### src/verilog/lcd_regs_pkg.sv
package lcd_regs_pkg;

	// ======================================================================
	// AHB bus encodings
	// ======================================================================

	typedef enum logic [1:0] {
		IDLE   = 2'b00,
		BUSY   = 2'b01,
		NONSEQ = 2'b10,
		SEQ    = 2'b11
	} htrans_t;

	// only OKAY is ever driven by this slave
	typedef enum logic [1:0] {
		OKAY  = 2'b00,
		ERROR = 2'b01,
		RETRY = 2'b10,
		SPLIT = 2'b11
	} hresp_t;

	// front end states, CTRL_ST waits for a transfer
	typedef enum logic [1:0] {
		CTRL_ST  = 2'b00,
		WR_OP_ST = 2'b01,
		RD_OP_ST = 2'b10
	} slave_state_t;

	// ======================================================================
	// widths and basic types
	// ======================================================================

	localparam int DATA_W     = 32;
	localparam int OFFS_W     = 24;
	localparam int WORD_IDX_W = 3;

	typedef logic [DATA_W-1:0] word_t;

	// byte address with the top byte of HADDR dropped
	typedef logic [OFFS_W-1:0] offset_t;

	// one data-phase request, sent to every bank at once
	typedef struct packed {
		logic    wr;
		logic    rd;
		offset_t offset;
		word_t   wdata;
	} bus_req_t;

	// full contents of one bank, word 0 at the bank base
	typedef word_t [(1 << WORD_IDX_W)-1:0] bank_regs_t;

	// ======================================================================
	// bank map
	// ======================================================================

	localparam int MAX_BANKS = 4;

	// 0 is the LCD timing bank, 1 the cursor bank
	// entries 2 and 3 are spare slots above the cursor bank
	localparam offset_t BANK_BASE [MAX_BANKS] = '{
		24'hE10000,
		24'hE10C00,
		24'hE11000,
		24'hE11400
	};

endpackage

### src/verilog/ahb_slave_fsm.sv
module ahb_slave_fsm
	import lcd_regs_pkg::*;
#(
	parameter int NUM_BANKS = 2
) (
	input  logic                    HCLK,
	input  logic                    HRESET,
	input  logic                    HSEL,
	input  word_t                   HADDR,
	input  logic                    HWRITE,
	input  htrans_t                 HTRANS,
	input  word_t                   HWDATA,
	output word_t                   HRDATA,
	output logic                    HREADY,
	output hresp_t                  HRESP,
	output bus_req_t                req,
	input  logic [NUM_BANKS-1:0]    bank_hit,
	input  word_t [NUM_BANKS-1:0]   bank_rdata
);

	slave_state_t state_q;
	slave_state_t state_d;
	offset_t      offset_q;
	logic         accept;

	// ======================================================================
	// address phase
	// ======================================================================

	// single NONSEQ transfers only, burst and size are ignored
	assign accept = HSEL && (HTRANS == NONSEQ);

	// the decision is the same from every state, a new address phase
	// can overlap the data phase of the previous transfer
	always_comb begin
		if (accept) begin
			state_d = HWRITE ? WR_OP_ST : RD_OP_ST;
		end else begin
			state_d = CTRL_ST;
		end
	end

	always_ff @(posedge HCLK or posedge HRESET) begin
		if (HRESET) begin
			state_q <= CTRL_ST;
		end else begin
			state_q <= state_d;
		end
	end

	// low 24 bits only
	always_ff @(posedge HCLK) begin
		if (accept) begin
			offset_q <= HADDR[OFFS_W-1:0];
		end
	end

	// ======================================================================
	// data phase
	// ======================================================================

	// request to the banks, write data straight off the bus
	always_comb begin
		req.wr     = (state_q == WR_OP_ST);
		req.rd     = (state_q == RD_OP_ST);
		req.offset = offset_q;
		req.wdata  = HWDATA;
	end

	// read word of the hitting bank, zero on a miss
	always_comb begin
		HRDATA = '0;
		if (state_q == RD_OP_ST) begin
			for (int i = 0; i < NUM_BANKS; i++) begin
				if (bank_hit[i]) begin
					HRDATA = HRDATA | bank_rdata[i];
				end
			end
		end
	end

	// no wait states, in CTRL_ST ready only while accepting
	assign HREADY = (state_q != CTRL_ST) || accept;
	assign HRESP  = OKAY;

	// ======================================================================
	// checks
	// ======================================================================

	// bank windows must not overlap
	a_one_bank_hit: assert property (
		@(posedge HCLK) disable iff (HRESET)
		$onehot0(bank_hit)
	);

	a_resp_okay: assert property (
		@(posedge HCLK) disable iff (HRESET)
		HRESP == OKAY
	);

endmodule

### src/verilog/reg_bank.sv
module reg_bank
	import lcd_regs_pkg::*;
#(
	parameter int BANK_IDX = 0
) (
	input  logic       HCLK,
	input  logic       HRESET,
	input  bus_req_t   req,
	output logic       hit,
	output word_t      rdata,
	output bank_regs_t regs
);

	// byte lane bits sit below the word index
	localparam int BYTE_W = $clog2(DATA_W / 8);
	localparam int LO     = BYTE_W + WORD_IDX_W;

	localparam offset_t BASE = BANK_BASE[BANK_IDX];

	logic                  base_match;
	logic [WORD_IDX_W-1:0] word_idx;

	// ======================================================================
	// address match
	// ======================================================================

	assign base_match = (req.offset[OFFS_W-1:LO] == BASE[OFFS_W-1:LO]);
	assign word_idx   = req.offset[LO-1:BYTE_W];

	// only meaningful during a data phase
	assign hit = base_match && (req.wr || req.rd);

	// ======================================================================
	// storage
	// ======================================================================

	// commits at the closing edge of the write data phase
	always_ff @(posedge HCLK or posedge HRESET) begin
		if (HRESET) begin
			regs <= '0;
		end else if (req.wr && hit) begin
			regs[word_idx] <= req.wdata;
		end
	end

	// read word, zero unless this bank is being read
	always_comb begin
		if (req.rd && hit) begin
			rdata = regs[word_idx];
		end else begin
			rdata = '0;
		end
	end

	// ======================================================================
	// checks
	// ======================================================================

	// display side sees no change without a write to this bank
	a_hold_without_write: assert property (
		@(posedge HCLK) disable iff (HRESET)
		!(req.wr && hit) |=> $stable(regs)
	);

endmodule

### src/verilog/lcd_ahb_regs.sv
module lcd_ahb_regs
	import lcd_regs_pkg::*;
#(
	parameter int NUM_BANKS = 2
) (
	HCLK,
	HRESET,
	HSEL,
	HADDR,
	HWRITE,
	HTRANS,
	HWDATA,
	HRDATA,
	HREADY,
	HRESP,
	regs
);

	// register contents of every bank, as seen by the display side
	typedef bank_regs_t regfile_t [NUM_BANKS];

	input  logic     HCLK;
	input  logic     HRESET;
	input  logic     HSEL;
	input  word_t    HADDR;
	input  logic     HWRITE;
	input  htrans_t  HTRANS;
	input  word_t    HWDATA;
	output word_t    HRDATA;
	output logic     HREADY;
	output hresp_t   HRESP;
	output regfile_t regs;

	bus_req_t               req;
	logic [NUM_BANKS-1:0]   bank_hit;
	word_t [NUM_BANKS-1:0]  bank_rdata;

	// ======================================================================
	// bus front end
	// ======================================================================

	ahb_slave_fsm #(
		.NUM_BANKS (NUM_BANKS)
	) ahb_slave_fsm_i (
		.HCLK       (HCLK),
		.HRESET     (HRESET),
		.HSEL       (HSEL),
		.HADDR      (HADDR),
		.HWRITE     (HWRITE),
		.HTRANS     (HTRANS),
		.HWDATA     (HWDATA),
		.HRDATA     (HRDATA),
		.HREADY     (HREADY),
		.HRESP      (HRESP),
		.req        (req),
		.bank_hit   (bank_hit),
		.bank_rdata (bank_rdata)
	);

	// ======================================================================
	// register banks, all share one request
	// ======================================================================

	for (genvar i = 0; i < NUM_BANKS; i++) begin : g_bank
		reg_bank #(
			.BANK_IDX (i)
		) reg_bank_i (
			.HCLK   (HCLK),
			.HRESET (HRESET),
			.req    (req),
			.hit    (bank_hit[i]),
			.rdata  (bank_rdata[i]),
			.regs   (regs[i])
		);
	end

endmodule

### config.mk
export PLATFORM = sky130hd
export DESIGN_NAME = lcd_ahb_regs
export DESIGN_NICKNAME = d
export VERILOG_FILES = /design/src/verilog/lcd_regs_pkg.sv /design/src/verilog/ahb_slave_fsm.sv /design/src/verilog/reg_bank.sv /design/src/verilog/lcd_ahb_regs.sv
export SDC_FILE = /design/constraint.sdc
export NUM_CORES = 1
export LEC_CHECK = 0
export BUFFER_PORTS_ARGS = -buffer_cell sky130_fd_sc_hd__buf_2
export CORE_MARGIN = 2
export CORE_UTILIZATION = 30
export CTS_BUF_LIST = sky130_fd_sc_hd__clkbuf_2 sky130_fd_sc_hd__clkbuf_4 sky130_fd_sc_hd__clkbuf_8
export DETAILED_ROUTE_END_ITERATION = 7
export MAX_ROUTING_LAYER = met4
export PLACE_DENSITY = 0.51
export SLEW_MARGIN = 20
export SYNTH_ARGS = -nofsm -noshare
export SYNTH_HDL_FRONTEND = slang
export SYNTH_HIERARCHICAL = 1
export SYNTH_SLANG_ARGS = --single-unit
### constraint.sdc
create_clock -name HCLK -period 9.5 [get_ports HCLK]
set_input_delay 1.425 -clock HCLK [delete_from_list [all_inputs] [get_ports HCLK]]
set_output_delay 1.425 -clock HCLK [all_outputs]
set_load 0.01 [all_outputs]
* After elaboration in Yosys (flattened, before gate mapping) *
Cells that the tools add are included.
W data, S select, Z words.

cells by class
  reductions and logical operators = 11
  magnitude comparators = 2
  eq/ne operators = 5
  bitwise logic cells = 1
  mux-type cells = 16

operator list
  cell                    count
  $bwmux W256             2
  $mux W32                9
  $bmux W32 S3            2
  $demux W32 S3           1
  $eq A19 B19 Y1 const B  2
  $or A32 B32 Y32         1
  $logic_and A1 B1 Y1     8
  $eq A2 B2 Y1 const B    2
  $lt A3 B4 Y1 const B    1
  $mux W2                 2
  $ge A3 B1 Y1 const B    1
  $eq A2 B1 Y1 const B    1
  $logic_or A1 B1 Y1      2
  $reduce_bool A2 Y1      1

storage, ports and cells
  flip-flop bits (word level) = 538
  bits of input ports = 70

* Logic depth before layout (Yosys ltp) *
  word-level depth = 10
  gate-level depth with buffers = 12

* Modules after synthesis *
Netlist, hierarchy kept.

by module, submodules not included
  module                           cells an instance  instances  sequential area each (µm²)  area each (µm²)
  reg_bank (g_bank[1].reg_bank_i)  774                1          6,406.1                     11,194.5
  reg_bank (g_bank[0].reg_bank_i)  775                1          6,406.1                     11,003.1
  ahb_slave_fsm                    143                1          770.7                       1,529.0

* Worst setup path before layout *
No wires, ideal clock.

  path kind = reg2out
  from = reg ahb_slave_fsm_i.offset_q[6]
  to = out HRDATA[0]
  path buffers = 2
  required time = 8.075 ns
  cell stages (with the launch flop) = 9
  arrival = 2.640 ns
  slack = 5.435 ns
  path through = edfxtp_1 or4b_4 or4_1 or4_1 buf_2 buf_6 nor4_2 a22oi_1 nor2_1

RTL lines
  item                      line                 RTL
  start: declaration        ahb_slave_fsm.sv:23  offset_t offset_q;
  start signal: assignment  ahb_slave_fsm.sv:54  offset_q <= HADDR[OFFS_W-1:0];
  end: declaration          lcd_ahb_regs.sv:29   output word_t HRDATA;

==> results_dict.tcl <==
set metrics [dict create \
    syn2layout_area_growth_pct 25.0 \
    grt_pass1_wl_um 141000 \
    portBuffers 604 \
    wl_met1_um 42900 \
    die_area_um2 81200 \
    grt_use_total 0.246 \
    first_global_vias 18800 \
    n_fill_cell 7599 \
    ctsHoldBuffers 0 \
    grt_antenna_before_repair 6 \
    hold_viol_final 0 \
    drt-initial-drc-count 1293 \
    start_util 0.305 \
    dpl.hpwl_um 67100 \
    ctsRootBufferMaster "clkbuf_8" \
    rsz0062_at_grt "false" \
    cpMostUsedCell "nor2_1" \
    syn_area_um2 23700 \
    status "finished clean" \
    period_needed_ps 6170 \
    rows 102 \
    min_path_type "flop to flop" \
    syn_avg_cell_area_um2 14.0 \
    critPathSlowestCell "nor4_1" \
    cts_setup_buffers 0 \
    synth_warnings 6 \
    crit_path_end_kind "output port" \
    ff2ff_path_depth 6 \
    timing.final.ws_setup_ps 3330 \
    post_route_cells_drive_above_1_share 0.551 \
    drcViolationCount 0 \
    firstDrtPassIters 5 \
    cp-start-kind "flop" \
    hold_depth 1 \
    route.met3.wl_um 8280 \
    fmax_mhz 162 \
    cts_resized 0 \
    layout_commonest_cell "buf_2" \
    io_pins 617 \
    clock_sinks 536 \
    required_ps 8080 \
    viasPerCell 5.47 \
    die-width_um 285 \
    syn_inst 1690 \
    cp_max_fo 32 \
    skew_ps 28.0 \
    cts_made_buffers 98 \
    p_leak_nw 14.4 \
    die_h_um 285 \
    wire_per_inst_um 29.4 \
    path_clk_slew_ps 60 \
    critPathKind "flop to output port" \
    core_um2 77700 \
    h-tree-depth 3 \
    insertion_delay_ps 690 \
    p_switching_mw 1.29 \
    slowest_delay_ps 990 \
    drv_cap 0 \
    worstPathCellList "and2b_1 > nor2_1 > or4_1 > or4_2 > buf_4 > nor4_1 > a22oi_1 > nor2_1 > buf_2" \
    dp.cells 3212 \
    vias 18500 \
    dp_worst_setup_slack_ps 4160 \
    period_share 0.649 \
    finalNonFillerCells 3389 \
    wl_met2_um 45500 \
    clock_path_buffers 3 \
    p_per_area_nw_per_um2 171 \
    dr.max_layer_used "met4" \
    seq_power_share 0.478 \
    cp.arrival_ps 4740 \
    p_int_mw 3.76 \
    pwr-share-comb 0.074 \
    ant_nets 0 \
    finalMaxSlewViolations 0 \
    setup_viol 0 \
    multi_input_area_um2 9320 \
    cts_tree "done" \
    gp_congestion 0.884 \
    holdWs_ps 512 \
    grt-ovfl-total 0 \
    final_cell_mix "buf_2 (604), dfrtp_1 (514), mux2_2 (409), o22ai_1 (125), clkbuf_8 (115)" \
    r2r_slack_ps 5720 \
    switching_share 0.256 \
    grt_max_degree 166 \
    ir_drop_v 0.000102 \
    fin_tns_setup_ps 0 \
    relSlewSlack 0.273 \
    clock_power_share 0.448 \
    worst_pin_slew_ps 1090 \
    totalWireLength_um 99600 \
    finalNetCount 2342 \
    ff_latch_area_um2 13500 \
    finalPower_mw 5.05 \
]
flip-flops by register name, summed over array words and instances, names as in the netlist:
| name | cells |
|---|---|
| g_bank.reg_bank_i/regs | 512 |
| ahb_slave_fsm_i/offset_q | 22 |
| ahb_slave_fsm_i/state_q | 2 |
area by class of cell:
class,instances,share of cell area
flip-flops and latches,536,0.457
multi-input cells,978,0.315
repair buffers,647,0.114
clock buffers,153,0.0631
well taps,1040,0.0440
clock inverters,16,0.00431
inverters,11,0.00190
diodes,8,0.000677
worst max-delay path: cells and delay by family (launching register included):
kind                   cells  cell delay [ps]
buffers and inverters      2              550
DFF                        1              400
and+or+nand+nor            6             2940
AOI/OAI and AO/OA          1              140
metal layers:
layer | track usage | vias up
met5 | - | -
met4 | 0.0676 | 0
met3 | 0.0738 | 178
met2 | 0.374 | 790
met1 | 0.317 | 9907
li1 | - | 7649
power groups by stage:
| stage | Combinational, mW | Sequential [mW] | Clock (mW) |
|---|---|---|---|
| floorplan | 0.187 | 2.47 | 0 |
| global placement | 0.367 | 2.45 | 0 |
| finish | 0.371 | 2.41 | 2.27 |
| global route | 0.399 | 2.42 | 2.43 |
| detailed placement | 0.372 | 2.45 | 0 |
| CTS | 0.373 | 2.41 | 2.32 |
per-stage QoR:
stage                      util  cell area [um^2]
after floorplan               -             23700
after global routing      0.381             29600
after global placement    0.354             27600
after detailed placement  0.355             27600
final                     0.381             29600
after CTS                 0.380             29600
worst paths after layout:
path,from,endpoint
setup reg to reg,ahb_slave_fsm_i/offset_q[4]$_DFFE_PP_,g_bank[1].reg_bank_i/regs[144]$_DFFE_PP0P_
setup / recovery,ahb_slave_fsm_i/state_q[1]$_DFF_PP0_,HRDATA[31]
hold / removal,g_bank[0].reg_bank_i/regs[51]$_DFFE_PP0P_,g_bank[0].reg_bank_i/regs[51]$_DFFE_PP0P_
hold reg to reg,g_bank[0].reg_bank_i/regs[51]$_DFFE_PP0P_,g_bank[0].reg_bank_i/regs[51]$_DFFE_PP0P_
min in group asynchronous,HRESET,ahb_slave_fsm_i/state_q[0]$_DFF_PP0_
max in group asynchronous,HRESET,g_bank[0].reg_bank_i/regs[214]$_DFFE_PP0P_
(Power assumes the default switching activity.)
